$ cat src/xform_pkg.sv
package xform_pkg;

    // signed q16.16 number format.
    localparam int q_w    = 32;
    localparam int q_frac = 16;

    // 1.0 in q16.16.
    localparam logic signed [q_w-1:0] q_one = 32'sh0001_0000;

    // rotation matrix builder states.
    typedef enum logic [1:0] {
        BLD_IDLE = 2'd0,
        BLD_PROD = 2'd1,
        BLD_DONE = 2'd2
    } bld_state_t;

    // vertex sequencer states.
    typedef enum logic {
        SEQ_IDLE = 1'b0,
        SEQ_SEND = 1'b1
    } seq_state_t;

    // q16.16 multiply with a full-width product and a truncating shift.
    // the result wraps to 32 bits.
    function automatic logic signed [q_w-1:0] q_mul(
        input logic signed [q_w-1:0] a,
        input logic signed [q_w-1:0] b
    );
        logic signed [2*q_w-1:0] full;
        logic signed [2*q_w-1:0] shifted;
        full    = a * b;
        shifted = full >>> q_frac;
        return shifted[q_w-1:0];
    endfunction

endpackage

$ cat src/vertex_sequencer.sv
`timescale 1ns/1ps

module vertex_sequencer (
    input  logic                             clk,
    input  logic                             rst,
    input  logic                             in_valid,
    input  logic signed [xform_pkg::q_w-1:0] v0_x, v0_y, v0_z,
    input  logic signed [xform_pkg::q_w-1:0] v1_x, v1_y, v1_z,
    input  logic signed [xform_pkg::q_w-1:0] v2_x, v2_y, v2_z,
    input  logic                             vert_ready,
    output logic                             in_ready,
    output logic                             accept,
    output logic                             vert_valid,
    output logic signed [xform_pkg::q_w-1:0] vert_x, vert_y, vert_z,
    output logic [1:0]                       vert_idx,
    output logic                             seq_busy
);

    xform_pkg::seq_state_t state;

    // held copy of the accepted triangle.
    logic signed [xform_pkg::q_w-1:0] t0_x, t0_y, t0_z;
    logic signed [xform_pkg::q_w-1:0] t1_x, t1_y, t1_z;
    logic signed [xform_pkg::q_w-1:0] t2_x, t2_y, t2_z;

    logic vert_take;

    assign in_ready   = (state == xform_pkg::SEQ_IDLE);
    assign accept     = in_valid && in_ready;
    assign vert_valid = (state == xform_pkg::SEQ_SEND);
    assign seq_busy   = vert_valid;
    assign vert_take  = vert_valid && vert_ready;

    always_ff @(posedge clk) begin
        if (accept) begin
            t0_x <= v0_x;
            t0_y <= v0_y;
            t0_z <= v0_z;
            t1_x <= v1_x;
            t1_y <= v1_y;
            t1_z <= v1_z;
            t2_x <= v2_x;
            t2_y <= v2_y;
            t2_z <= v2_z;
        end
    end

    always_ff @(posedge clk or posedge rst) begin
        if (rst) begin
            state    <= xform_pkg::SEQ_IDLE;
            vert_idx <= 2'd0;
        end else if (accept) begin
            state    <= xform_pkg::SEQ_SEND;
            vert_idx <= 2'd0;
        end else if (vert_take) begin
            if (vert_idx == 2'd2) begin
                // last vertex gone, ready for the next triangle.
                state    <= xform_pkg::SEQ_IDLE;
                vert_idx <= 2'd0;
            end else begin
                vert_idx <= vert_idx + 2'd1;
            end
        end
    end

    always_comb begin
        case (vert_idx)
            2'd0: begin
                vert_x = t0_x;
                vert_y = t0_y;
                vert_z = t0_z;
            end
            2'd1: begin
                vert_x = t1_x;
                vert_y = t1_y;
                vert_z = t1_z;
            end
            default: begin
                vert_x = t2_x;
                vert_y = t2_y;
                vert_z = t2_z;
            end
        endcase
    end

endmodule

$ cat config.mk
export PLATFORM = sky130hd
export DESIGN_NAME = vertex_sequencer
export DESIGN_NICKNAME = d
export VERILOG_FILES = /design/src/xform_pkg.sv /design/src/vertex_sequencer.sv
export SDC_FILE = /design/constraint.sdc
export NUM_CORES = 1
export LEC_CHECK = 0
export BUFFER_PORTS_ARGS = -buffer_cell sky130_fd_sc_hd__buf_2
export CAP_MARGIN = 0
export CORE_AREA = 3 3 152 154
export DETAILED_ROUTE_END_ITERATION = 6
export DIE_AREA = 0 0 155 157
export HOLD_SLACK_MARGIN = 0.08
export PLACE_DENSITY_LB_ADDON = 0.15
export REMOVE_ABC_BUFFERS = 1
export SKIP_CTS_REPAIR_TIMING = 1
export SYNTH_ARGS = -nofsm -noshare
export SYNTH_HDL_FRONTEND = slang
export SYNTH_SLANG_ARGS = --single-unit
$ cat constraint.sdc
create_clock -name clk -period 40.2 [get_ports clk]
set_input_delay 4.02 -clock clk [delete_from_list [all_inputs] [get_ports clk]]
set_output_delay 4.02 -clock clk [all_outputs]
set_load 0.005 [all_outputs]
# Yosys cells after proc, flatten, opt, wreduce, memory -nomap -nowiden
# Index checks and enable logic that the tools add are counted.
[op_classes] n_bitwise=1 add_sub_neg=1 eq_ne=2 mux=9 reduce_logical=6
[op_table] op="$pmux W32 S2" count=3
[op_table] op="$mux W2" count=3
[op_table] op="$reduce_bool A2 Y1" count=2
[op_table] op="$mux W1" count=3
[op_table] op="$add A2 B1 Y2 const B" count=1
[op_table] op="$eq A2 B1 Y1 const B" count=1
[op_table] op="$eq A2 B2 Y1 const B" count=1
[op_table] op="$logic_and A1 B1 Y1" count=2
[op_table] op="$logic_not A2 Y1" count=1
[op_table] op="$reduce_and A2 Y1" count=1
[op_table] op="$not A1 Y1" count=1
[totals] input_bits=292 output_inout_bits=102 reg_bits=291 elab_cells=30

# Depth between registers and ports, before layout
[logic_depth] depth_word=4 depth_mapped=5 mapped_depth_nobuf=3

# Worst setup path before layout
# OpenSTA, ideal clock, no wires.
[synth_timing] path_kind="input port to output port" from="input in_valid" to="output accept" arrival_time_ns=16.465 stages=1 t_required_ns=36.180 path_buffers=0 slack_ns=19.715 cell_sequence="nor2b_1"
[synth_between] elab_chain_cells=1
[synth_lines] element="from (decl)" line_no="vertex_sequencer.sv:6" text="input logic in_valid,"
[synth_lines] element="$logic_and A1 B1 Y1" line_no="vertex_sequencer.sv:29" text="assign accept = in_valid && in_ready;"
[synth_lines] element="to (decl)" line_no="vertex_sequencer.sv:12" text="output logic accept,"
# No other way between the ends.

# Worst setup path after layout
# Same ends and word-level chain as after synthesis.

==> summary.md <==
| Metric | Value |
|---|---|
| Status | finished clean |
| Min-delay worst type | reg -> reg |
| Die span in y | 157 um |
| Layout fillers | 1676 |
| Average size of a mapped cell | 17.34 um2 |
| Core Area | 0.02182 mm2 |
| Largest cells by area after synthesis | edfxtp_1 80%, mux2i_1 8.9%, o21ai_0 3.7% |
| Pre-antenna DRT Iters | 4 |
| Seq. cell area | 0.008731 mm2 |
| Ys async rst share | 0.01031 |
| Largest net degree at the start of global routing | 176 |
| Antenna violations before repair | 11 |
| Detail Placement HPWL | 16230 um |
| Proportion of layout cells with a drive suffix above 1 | 0.4236 |
| Max Clock Freq | 117.1 MHz |
| Pins Over Slew Limit | 0 |
| Unrepaired setup endpoints after global routing | false |
| Die ar. | 0.02434 mm2 |
| Sequential element share of the synthesized area | 0.8037 |
| Static leakage | 5.414 nW |
| Cells after synthesis | 626 |
| Setup ws final | 31660 ps |
| Prevailing post-synth register cell | edfxtp_1 |
| Slew headroom | 0.2939 |
| Row count | 54 |
| Die W | 155 um |
| Setup TNS | 0 ps |
| Setup CP Type | in -> out |
| Residual antenna-violating net count after detailed routing | 0 |
| Via count | 6453 |
| Iteration-0 DRC Markers | 353 |
| Max IR drop VDD | 0.04273 mV |
| CP arrival | 4520 ps |
| First-pass GRT wire length | 34390 um |
| Ys Warns | 0 |
| Most frequent cells after synthesis | 288 x edfxtp_1, 97 x nand2_1, 96 x mux2i_1 |
| Post-Synthesis Cell Area | 0.01085 mm2 |
| CP Launch Type | input port |
| Placement Setup Slack | 31630 ps |
| CTS tree | built |
| RD Place Congestion | 0.7722 |
| Vias in the first global route | 6332 |
| Nets | 1314 |
| Port bufs | 393 |
| Clock Sinks | 291 |
| Worst-Margin Slew | 1059 ps |
| Synth area leader | edfxtp_1 |
| Fin crit period | 8542 ps |
| Detailed-route vias per instance | 4.852 |
| Synth Register Bits | 291 |
| Post-synth top area share | 0.7968 |
| Initial Util | 0.4974 |
| Clock tree root buffer cell | clkbuf_16 |
| Io pins | 394 |
| Crit path capture type | output port |
| H-tree depth | 1 |
| Total track usage | 0.1828 |
| Clk_lat worst skew | 540 ps |
| Area occupied by multi-input gates | 0.001876 mm2 |
| Area Overhead vs Synth | 28.35% |
| Clock buffer depth | 3 |
| Skew final | 15.46 ps |
| Period utilization | 0.2125 |
| DRC Markers | 0 |
| Crit path max fanout | 2 |
| Max cap viols | 0 |
| Final hold viol count | 0 |
| CTS clock-pin slew for the worst setup and hold paths | 60 ps |
| GR Overflow Total | 0 |
| WL per Instance | 17.81 um |
| Worst path required time | 36180 ps |
| CTS buffer count | 30 |
| Pwr dens | 63.84 mW/mm2 |
| Final WL | 23680 um |
| Top-count cell post-synth | edfxtp_1 |
| Final setup viols | 0 |
| Post-synth EDFFs | 288 |
| Synth cell types | 19 |
## power by group
group / total, W / switching (W) / internal, W
clock: 0.000261 / 0.000107 / 0.000155
combinational: 0.000221 / 0.000120 / 0.000101
sequential: 0.000407 / 0.0000308 / 0.000377
## kinds of logic (layout without fill, tap and decap cells)
logic type             Yosys count  in the layout  synth area share
DFF                            291            291            0.8037
and+or+nand+nor                102            102           0.03620
AOI/OAI and AO/OA              101            101           0.04738
muxes                           96             96           0.08853
buffers and inverters           36            451           0.02421
other                            0              9                 0
## worst max-delay path: stages
cell	delay (ps)
buf_2	100
nor2b_4	240
buf_2	150
## routing by layer
layer	part of all wire	global-route usage
met5	0.0020	0
met4	0.036	0.06098
met3	0.091	0.06269
met2	0.52	0.3295
met1	0.35	0.2035
## layout by cell type, fill, tap and decap left out
cell type  count
a31oi_1        1
buf_12         1
edfxtp_1     288
nand2b_1       1
clkbuf_1       6
clkinv_1       6
o31ai_2        1
diode_2        9
clkbuf_16     30
nand2_1       97
inv_1          2
nor2_1         1
clkinv_8       1
nor2b_4        1
mux2i_1       96
o21ai_1       18
clkinv_2       5
buf_4          4
dfrtp_4        2
bufinv_16      3
buf_2        393
o21ai_0       81
nor2b_1        2
dfrtp_1        1
## metrics by stage
| step | total power [W] | util | instance area (um2) | std cells | hold WS (ps) |
|---|---|---|---|---|---|
| finish | 0.0008894 | 0.6383 | 13930 | 1330 | 703.1 |
| global route | 0.0009396 | 0.6381 | 13930 | 1328 | 734.1 |
| CTS | 0.0009022 | 0.6373 | 13910 | 1321 | 695.0 |
| detailed placement | 0.0006402 | 0.5948 | 12980 | 1270 | 666.3 |
| global placement | 0.0006363 | 0.5948 | 12980 | 1270 | 635.1 |
| floorplan | 0.0005596 | - | 10600 | 592 | 566.7 |
## final cells by class
class,instances,share of cell area
Sequential cell,291,0.6267
Timing Repair Buffer,398,0.1448
Multi-Input combinational cell,299,0.1346
Clock buffer,36,0.05551
Tap cell,280,0.02515
Clock inverter,15,0.01105
Antenna cell,9,0.001617
Inverter,2,0.0005389
## registers in the layout (all words and copies together) (netlist names)
name / cells
vert_idx: 2
t2_z: 32
t0_y: 32
t2_y: 32
seq_busy: 1
t1_x: 32
t0_z: 32
t1_y: 32
t2_x: 32
t0_x: 32
t1_z: 32
## final timing paths
path                            startpoint           to  slack (ps)  depth (start not counted)
worst max-delay path              in_valid       accept       31660                          3
worst min-delay path              seq_busy     seq_busy         700                          1
worst max register to register    seq_busy      t2_x[5]       37620                          3
worst min register to register    seq_busy     seq_busy         700                          1
max in group asynchronous              rst  vert_idx[0]       36720                          2
min in group asynchronous              rst  vert_idx[1]        3340                          2
Power figures use the tool's default switching activity.
