### config.mk
export PLATFORM = sky130hd
export DESIGN_NAME = triangle_assembler
export DESIGN_NICKNAME = d
export VERILOG_FILES = /design/src/xform_pkg.sv /design/src/triangle_assembler.sv
export SDC_FILE = /design/constraint.sdc
export NUM_CORES = 1
export LEC_CHECK = 0
export ABC_AREA = 0
export BUFFER_PORTS_ARGS = -buffer_cell sky130_fd_sc_hd__buf_2
export CAP_MARGIN = 0
export CORE_AREA = 2 2 152 154
export CTS_CLUSTER_DIAMETER = 30
export DETAILED_ROUTE_END_ITERATION = 16
export DIE_AREA = 0 0 154 156
export GPL_ROUTABILITY_DRIVEN = 0
export HOLD_SLACK_MARGIN = 0.1
export PLACE_DENSITY = 0.71
export SYNTH_ARGS = -nofsm -noshare
export SYNTH_HDL_FRONTEND = slang
export SYNTH_SLANG_ARGS = --single-unit
### constraint.sdc
create_clock -name clk -period 8.5 [get_ports clk]
set_input_delay 0.425 -clock clk [delete_from_list [all_inputs] [get_ports clk]]
set_output_delay 0.425 -clock clk [all_outputs]
set_load 0.005 [all_outputs]
### src/xform_pkg.sv
package xform_pkg;

    // signed q16.16 number format.
    localparam int q_w    = 32;
    localparam int q_frac = 16;

    // 1.0 in q16.16.
    localparam logic signed [q_w-1:0] q_one = 32'sh0001_0000;

    // rotation matrix builder states.
    typedef enum logic [1:0] {
        BLD_IDLE = 2'd0,
        BLD_PROD = 2'd1,
        BLD_DONE = 2'd2
    } bld_state_t;

    // vertex sequencer states.
    typedef enum logic {
        SEQ_IDLE = 1'b0,
        SEQ_SEND = 1'b1
    } seq_state_t;

    // q16.16 multiply with a full-width product and a truncating shift.
    // the result wraps to 32 bits.
    function automatic logic signed [q_w-1:0] q_mul(
        input logic signed [q_w-1:0] a,
        input logic signed [q_w-1:0] b
    );
        logic signed [2*q_w-1:0] full;
        logic signed [2*q_w-1:0] shifted;
        full    = a * b;
        shifted = full >>> q_frac;
        return shifted[q_w-1:0];
    endfunction

endpackage

### src/triangle_assembler.sv
`timescale 1ns/1ps

module triangle_assembler (
    input  logic                             clk,
    input  logic                             rst,
    input  logic                             wv_valid,
    input  logic signed [xform_pkg::q_w-1:0] wv_x, wv_y, wv_z,
    input  logic [1:0]                       wv_idx,
    input  logic                             out_ready,
    input  logic                             seq_busy,
    input  logic                             pipe_busy,
    output logic                             wv_ready,
    output logic                             out_valid,
    output logic signed [xform_pkg::q_w-1:0] out_v0_x, out_v0_y, out_v0_z,
    output logic signed [xform_pkg::q_w-1:0] out_v1_x, out_v1_y, out_v1_z,
    output logic signed [xform_pkg::q_w-1:0] out_v2_x, out_v2_y, out_v2_z,
    output logic                             busy
);

    logic store;
    // set while vertex 0 or 1 is stored and vertex 2 is still missing.
    logic partial;

    // hold off new vertices only while a full triangle waits.
    assign wv_ready = !(out_valid && !out_ready);
    assign store    = wv_valid && wv_ready;

    always_ff @(posedge clk) begin
        if (store) begin
            case (wv_idx)
                2'd0: begin
                    out_v0_x <= wv_x;
                    out_v0_y <= wv_y;
                    out_v0_z <= wv_z;
                end
                2'd1: begin
                    out_v1_x <= wv_x;
                    out_v1_y <= wv_y;
                    out_v1_z <= wv_z;
                end
                default: begin
                    out_v2_x <= wv_x;
                    out_v2_y <= wv_y;
                    out_v2_z <= wv_z;
                end
            endcase
        end
    end

    always_ff @(posedge clk or posedge rst) begin
        if (rst) begin
            out_valid <= 1'b0;
            partial   <= 1'b0;
        end else begin
            if (store && wv_idx == 2'd2) begin
                out_valid <= 1'b1;
                partial   <= 1'b0;
            end else begin
                if (out_ready) begin
                    out_valid <= 1'b0;
                end
                if (store) begin
                    partial <= 1'b1;
                end
            end
        end
    end

    assign busy = seq_busy || pipe_busy || partial || out_valid;

endmodule

; ---- Word level (Yosys, flattened, before mapping)
; Cells that the tools add are included.
[totals]
word_cells = 33
reg_bits = 290
output_inout_bits = 291
[classes]
reduce_logical = 15
eq_ne = 2
bitwise_logic = 1
muxes = 4
[ops]
columns = cell, n
row1 = 2-bit AND reduction, 3
row2 = 1-bit two-way mux, 4
row3 = 2-bit nonzero test, 2
row4 = 1-bit logical AND, 3
row5 = 1-bit logical OR, 3
row6 = "2-bit by 1-bit equality test with 1-bit output, second input constant", 1
row7 = "2-bit equality test, second input constant", 1
row8 = 1-bit logical NOT, 2
row9 = 2-bit logical NOT, 1
row10 = 2-bit OR reduction, 1
row11 = 1-bit NOT, 1

; ---- Longest topological paths before layout
; Gate-level depths: netlist (run 1).
[depth]
depth_word = 6
ltp_mapped = 3
depth_no_buf = 3

; ---- Worst setup path before layout (run 1)
; Ideal clock, no wire load.
[synth_path]
kind = input to register
start = in out_ready
end = reg out_v1_x[0] (netlist name) (enable)
slack_ns = 0.213
t_required_ns = 7.810
setup_time_ns = 0.690
t_arrival_ns = 7.597
cell_stages = 3
cell_sequence = nand2b_4 nand2_1 nor3b_1
[synth_via]
elab_chain_len = 5
[synth_rtl]
columns = element, line_no
row1 = "start, declared", triangle_assembler.sv:9  ; input logic out_ready,
row2 = 1-bit logical NOT, triangle_assembler.sv:25  ; assign wv_ready = !(out_valid && !out_ready);
row3 = 1-bit logical AND, triangle_assembler.sv:25
row4 = 1-bit logical NOT, triangle_assembler.sv:25
row5 = 1-bit logical AND, triangle_assembler.sv:26  ; assign store = wv_valid && wv_ready;
row6 = 2-bit AND reduction (no line), n/a
row7 = "end signal, assigned", triangle_assembler.sv:37  ; out_v1_x <= wv_x;
row8 = "end, declared", triangle_assembler.sv:15  ; output logic signed [xform_pkg::q_w-1:0] out_v1_x, out_v1_y, out_v1_z,
; Every way passes these cells.
; A chain may end at the register's enable or synchronous reset.

; ---- Worst setup path in the final report (run 1)
[layout_path]
start = reg out_valid
end = reg out_v1_y[23] (netlist name) (enable)
[layout_via]
elab_chain_len = 4
[layout_rtl]
columns = element, line_no
row1 = "start, declared", triangle_assembler.sv:13  ; output logic out_valid,
row2 = "start signal, assigned", triangle_assembler.sv:52  ; out_valid <= 1'b0;
row3 = "start signal, assigned", triangle_assembler.sv:56  ; out_valid <= 1'b1;
row4 = "start signal, assigned", triangle_assembler.sv:60  ; out_valid <= 1'b0;
row5 = 1-bit logical AND, triangle_assembler.sv:25
row6 = 1-bit logical NOT, triangle_assembler.sv:25
row7 = 1-bit logical AND, triangle_assembler.sv:26
row8 = 2-bit AND reduction (no line), n/a
row9 = "end signal, assigned", triangle_assembler.sv:38  ; out_v1_y <= wv_y;
row10 = "end, declared", triangle_assembler.sv:15
; Every way passes these cells.

==> results of run 1 <==
## cell type report
class / instances / area, um2
clock buffers: 52 / 1190
clock inverters: 31 / 340
fillers: 1637 / 9470
inverters: 2 / 7.51
multi-input cells: 9 / 81.3
flip-flops and latches: 290 / 8700
well taps: 285 / 357
repair buffers: 420 / 2220
## critical path, delay by kind of cell, from the launching register on
kind | cells | cell delay [ns]
buffers and inverters | 2 | 1.23
DFF | 1 | 0.42
and+or+nand+nor | 3 | 0.38
## cells in the final DEF, fill, tap and decap left out
| master | n |
|---|---|
| mux2_2 | 1 |
| buf_4 | 5 |
| and3_4 | 1 |
| clkinv_4 | 4 |
| edfxtp_1 | 288 |
| nand2_1 | 1 |
| nand2b_4 | 1 |
| clkinv_2 | 8 |
| clkinvlp_4 | 3 |
| clkinv_1 | 5 |
| dlygate4sd3_1 | 21 |
| or4_1 | 1 |
| nor3_2 | 1 |
| dfrtp_1 | 2 |
| nand2b_1 | 1 |
| nor3b_2 | 1 |
| inv_1 | 2 |
| clkbuf_1 | 5 |
| bufinv_16 | 6 |
| clkbuf_16 | 47 |
| o21ai_0 | 1 |
| inv_6 | 5 |
| buf_2 | 394 |
## worst min path at each step
| stage | startpoint | end | slack (ns) | cells past startpoint |
|---|---|---|---|---|
| after global routing | wv_x[28] | out_v1_x[28] | 0.10 | 1 |
| after floorplan | rst | out_valid | 0.17 | 1 |
| final | wv_z[11] | out_v2_z[11] | 0.12 | 1 |
| after global placement | rst | partial | 0.28 | 2 |
| after CTS | wv_x[5] | out_v2_x[5] | 0.10 | 1 |
| after detailed placement | rst | partial | 0.29 | 2 |
## through the flow
| step | cell area, um2 | power (uW) | setup slack (ns) | util, % |
|---|---|---|---|---|
| 3_5_place_dp | 11200 | 1800 | 5.88 | 49.9 |
| 3_3_place_gp | 11200 | 1790 | 5.92 | 49.9 |
| 4_1_cts | 12900 | 3630 | 5.99 | 57.7 |
| 2_1_floorplan | 8770 | 1710 | 0.213 | - |
| 5_1_grt | 12900 | 3690 | 5.85 | 57.7 |
| 6_report | 12900 | 3590 | 6.00 | 57.7 |
## power breakdown
part / total, uW / switching (uW) / internal, uW
combinational: 129 / 75.3 / 53.9
clock: 1810 / 615 / 1200
sequential: 1650 / 11.6 / 1640
total: 3590 / 702 / 2880
## flip-flops by register name, summed over array words and instances, names as in the netlist
name	flops
out_v2_x	32
out_valid	1
out_v2_z	32
out_v1_y	32
out_v1_z	32
partial	1
out_v0_z	32
out_v2_y	32
out_v1_x	32
out_v0_y	32
out_v0_x	32
## metal layers
metal / share of wire (%) / GRT usage (%)
met2: 51 / 27.2
met4: 3.0 / 7.21
met1: 36 / 17.4
met5: 0.069 / 0
met3: 10 / 6.56
## repair_timing
action | in CTS | in global routing
hold endpoints to repair | 57 | 0
resized for setup | 0 | 0
hold buffers | 21 | 0
## cells by family after synthesis
kind of cell | Yosys count | synth area share, %
multiplexers | 1 | 0.128
buffers and inverters | 2 | 0.0856
AO/OA/AOI/OAI | 1 | 0.0570
AND/OR/NAND/NOR | 7 | 0.571
flip-flops | 290 | 99.2
==> qor.txt, run 1 <==
Peak VDD IR = 226 uV
Post-synth net total = 405
PD cells = 278 nW/um2
Area contributors post-synth = edfxtp_1 (99%), dfrtp_1 (0.57%), nand2b_4 (0.16%)
Worst-skew pair later-pin latency = 0.52 ns
Largest net degree at the start of global routing = 51
Global-route wire length before repair = 28900 um
Clock Tree Buf Depth = 3
Mapped Cells = 301
Max Cap Viol = 0
Distinct cells, synth = 12
Main flop type after synthesis = edfxtp_1
Status = completed
Num rows = 55
Worst path required time = 8.63 ns
Crit Path Class = reg2reg
Yosys top cell area share = 98.6%
Yosys reg bits = 290
Placed cell count = 985
Clk slew on worst S/H paths = 0.05 ns
Vias in the first global route = 5090
Nets = 873
Clock root cell = clkbuf_16
TritonCTS Buffers = 46
Minimum clock period = 2.50 ns
Post-synth EDFFs = 288
I/O pins = 395
Total gr overflow = 0
Critical Path End Type = flip-flop
Vias = 4935
Final Hold Fails = 0
Share of the yosys chip area belonging to registers = 99.2%
Area of the mapped netlist = 8770 um2
Worst slew slack as a fraction of its limit = 49.8%
Max FO, Critical Path = 49
Area Growth Syn to Fin = 47.0%
DIE HEIGHT = 156 um
Worst Reg-to-Reg Cells = 5
Cell taking the most area after synthesis = edfxtp_1
Worst path slowest cell = buf_4
Critical R2R Capture = out_v1_y[23]
ANT nets after route = 0
RSZ-0062 raised after global routing = false
Via density per instance = 4.53
Core area = 22400 um2
Worst hold slack = 0.116 ns
Avg Inst Size Synth = 29.1 um2
TNS Setup = 0 ns
Reg2reg start = out_valid
Leading cell types by count after synthesis = edfxtp_1 (288), dfrtp_1 (2), inv_1 (2)
Clock skew after layout = 0.0108 ns
Reg2Reg Setup Slack = 6.00 ns
Crit path cell chain = nand2b_4 > nand2_1 > nor3b_2 > buf_4 > buf_4
Die width = 154 um
Starting Density = 39.2%
Most common cell in the netlist = edfxtp_1
FMAX = 400 MHz
DIE AREA = 24000 um2
Final period util = 29.4%
Diode count = 0
Crit-path most repeated cell = buf_4
PortBufs = 394
Setup bufs post-CTS = 0
Residual DRC = 0
Critical path startpoint = out_valid
Post-DP HPWL = 13200 um
Initial DRT Pass Iterations = 4
CTS tree = built
# setup viols final = 0
Crit-path max cell delay = 0.68 ns
Crit path DAT = 2.63 ns
Yosys warns = 0
CTS Sinks = 290
Final wirelength = 20200 um
Antenna violations before repair = 1
Worst Setup EP = out_v1_y[23]
DR WL/cell = 18.6 um
Final Non-Filler Cells = 1089
Worst Tran Pin Value = 0.753 ns
Htree depth = 2
Lkg Pwr = 0.00513 uW
GRT Util Overall = 15.9%
Hold crit path type = in2reg
Max Slew Vio Count = 0
Async SR Flop Fraction = 0.690%
Worst setup SP type = flip-flop
DRT iter0 DRCs = 269
Layout cell share with drive strength beyond 1 = 59.3%
(Power assumes the default switching activity.)
==> inputs of run 2 (changes only) <==
--- a/config.mk
+++ b/config.mk
@@ -14,7 +14,7 @@
 export DIE_AREA = 0 0 154 156
 export GPL_ROUTABILITY_DRIVEN = 0
 export HOLD_SLACK_MARGIN = 0.1
-export PLACE_DENSITY = 0.71
+export PLACE_DENSITY = 0.69
 export SYNTH_ARGS = -nofsm -noshare
 export SYNTH_HDL_FRONTEND = slang
 export SYNTH_SLANG_ARGS = --single-unit
==> constraint.sdc (replaced) <==
create_clock -name clk -period 2.4 [get_ports clk]
set_input_delay 0.12 -clock clk [delete_from_list [all_inputs] [get_ports clk]]
set_output_delay 0.12 -clock clk [all_outputs]
set_load 0.005 [all_outputs]
==> run 2 against run 1 <==
  * Clock power grew to 3.5 times the previous value
  * Final area is 7.0% higher
  * Critical endpoint is now out_v0_x[17]
  * Sequential power grew to 3.5 times the previous value
==> qor.txt, run 2 (synthesized netlist as in run 1, its figures left out) <==
TNS Setup = 0 ns (unchanged)
Setup bufs post-CTS = 0 (unchanged)
Lkg Pwr = 0.00549 uW (was 0.00513 uW)
PortBufs = 394 (unchanged)
CTS tree = built (unchanged)
Crit Path Class = reg2reg (unchanged)
Residual DRC = 0 (unchanged)
Critical R2R Capture = out_v0_x[17] (was out_v1_y[23])
Minimum clock period = 1.90 ns (was 2.50 ns)
Final WS setup = 0.496 ns (was 6.00 ns)
Core area = 22400 um2 (unchanged)
Global-route wire length before repair = 31300 um (was 28900 um)
Clock skew after layout = 0.0138 ns (was 0.0108 ns)
Commonest non-fill, non-tap cells in the layout = buf_2 (394), edfxtp_1 (288), dlygate4sd3_1 (103) (was buf_2 (394), edfxtp_1 (288), clkbuf_16 (47))
Critical path startpoint = out_valid (unchanged)
ANT nets after route = 0 (unchanged)
Gr busiest metal = met2 (unchanged)
I/O pins = 395 (unchanged)
Nets = 956 (was 873)
Initial DRT Pass Iterations = 4 (unchanged)
Met3 Usage GRT = 6.14% (was 6.56%)
Critical Path End Type = flip-flop (unchanged)
Layout fillers = 1540 (was 1637)
Antenna violations before repair = 0 (was 1)
Worst setup SP type = flip-flop (unchanged)
DIE AREA = 24000 um2 (unchanged)
Peak VDD IR = 659 uV (was 226 uV)
Post-DP HPWL = 13400 um (was 13200 um)
Layout cell share with drive strength beyond 1 = 53.8% (was 59.3%)
Diode count = 0 (unchanged)
Htree depth = 2 (unchanged)
# setup viols final = 0 (unchanged)
TritonCTS Buffers = 47 (was 46)
Post-route cell area = 13800 um2 (was 12900 um2)
Worst slew slack as a fraction of its limit = 61.7% (was 49.8%)
Clock Tree Buf Depth = 3 (unchanged)
Total gr overflow = 0 (unchanged)
Placed inst area = 11200 um2 (about the same)
Worst Reg-to-Reg Cells = 4 (was 5)
Vias = 5270 (was 4935)
Hold-fix buffers, CTS = 103 (was 21)
Cell internal pwr = 10200 uW (was 2880 uW)
Starting Density = 39.2% (unchanged)
Reg2reg start = out_valid (unchanged)
Max Slew Vio Count = 0 (unchanged)
RSZ-0062 raised after global routing = false (unchanged)
Post-CTS resize count = 0 (unchanged)
Crit path DAT = 2.10 ns (was 2.63 ns)
Area Growth Syn to Fin = 57.3% (was 47.0%)
Most common cell after layout, fill and taps aside = buf_2 (unchanged)
Tot Pwr = 12800 uW (was 3590 uW)
Hold crit path type = in2reg (unchanged)
Final Hold Fails = 0 (unchanged)
Worst hold slack = 0.158 ns (was 0.116 ns)
GRT Util Overall = 17.1% (was 15.9%)
CTS Sinks = 290 (unchanged)
Setup slack at placement = 0.732 ns (was 5.88 ns)
Net Sw Frac = 20.1% (was 19.6%)
FMAX = 525 MHz (was 400 MHz)
DIE HEIGHT = 156 um (unchanged)
Final period util = 79.4% (was 29.4%)
Min-Delay Endpoint = partial (was out_v2_z[11])
Met1 usage = 18.2% (was 17.4%)
Num rows = 55 (unchanged)
Min-Delay Startpoint = out_ready (was wv_z[11])
Final wirelength = 21700 um (was 20200 um)
Worst Tran Pin Value = 0.574 ns (was 0.753 ns)
Reg2Reg Setup Slack = 0.50 ns (was 6.00 ns)
Largest net degree at the start of global routing = 97 (was 51)
NetSw = 2570 uW (was 702 uW)
Clk slew on worst S/H paths = 0.05 ns (about the same)
Clock root cell = clkbuf_16 (unchanged)
PD cells = 926 nW/um2 (was 278 nW/um2)
DRT iter0 DRCs = 262 (was 269)
DR WL/cell = 18.5 um (was 18.6 um)
Max FO, Critical Path = 4 (was 49)
Via density per instance = 4.49 (was 4.53)
Worst-skew pair later-pin latency = 0.51 ns (was 0.52 ns)
Reg power frac = 45.6% (was 45.9%)
Vias in the first global route = 5639 (was 5090)
Worst path required time = 2.60 ns (was 8.63 ns)
Hold Path Cell Cnt = 4 (was 1)
Die width = 154 um (unchanged)
Status = completed (unchanged)
Grt met2 use = 31.3% (was 27.2%)
Logic gate share of total power = 4.6% (was 3.6%)
Clock network fraction of design power = 49.8% (was 50.5%)
Max Cap Viol = 0 (unchanged)
==> run 2: through the flow <==
step | utilization [%] | std cells
floorplan | - | 301
global placement | 50.2 | 985
detailed placement | 50.2 | 985
CTS | 61.7 | 1174
global route | 61.7 | 1174
finish | 61.7 | 1174
==> run 2: critical path: stages (launching register included) <==
cell and delay, ns:
dfrtp_1 0.42, nand2b_4 0.12, nand2_4 0.08, nor3_4 0.26, dlygate4sd3_1 0.72
==> run 2: worst max path at each step <==
stage	slack [ns]	to	cells after the start
CTS	0.51	out_v0_x[17]	4
global route	0.43	out_v0_y[23]	4
global placement	0.77	out_v0_z[0]	4
floorplan	-1.09	out_v1_x[0]	3
detailed placement	0.73	out_v0_y[7]	4
finish	0.50	out_v0_x[17]	4
==> run 2: layer usage <==
layer	part of all wire, %	up-vias	wire [um]
met4	2.9	0	619
met3	8.7	56	1900
met2	53	284	11500
met1	35	2573	7650
met5	0	-	0
li1	-	2357	-
==> run 2: power by group through the flow <==
stage | combinational (uW) | sequential (uW) | clock [uW]
after CTS | 588 | 5830 | 6470
after global placement | 439 | 5920 | 0
final | 585 | 5830 | 6360
after floorplan | 72.9 | 5960 | 0
after detailed placement | 452 | 5920 | 0
after global routing | 630 | 5840 | 6700
==> run 2: layout make-up <==
class	count	area, um2	share of cell area [%]
Multi-Input combinational cell	9	101	0.735
Inverter	2	7.51	0.0544
Tap cell	285	357	2.58
Clock buffer	49	1180	8.58
Clock inverter	37	345	2.50
Timing Repair Buffer	502	3100	22.5
Sequential cell	290	8700	63.1
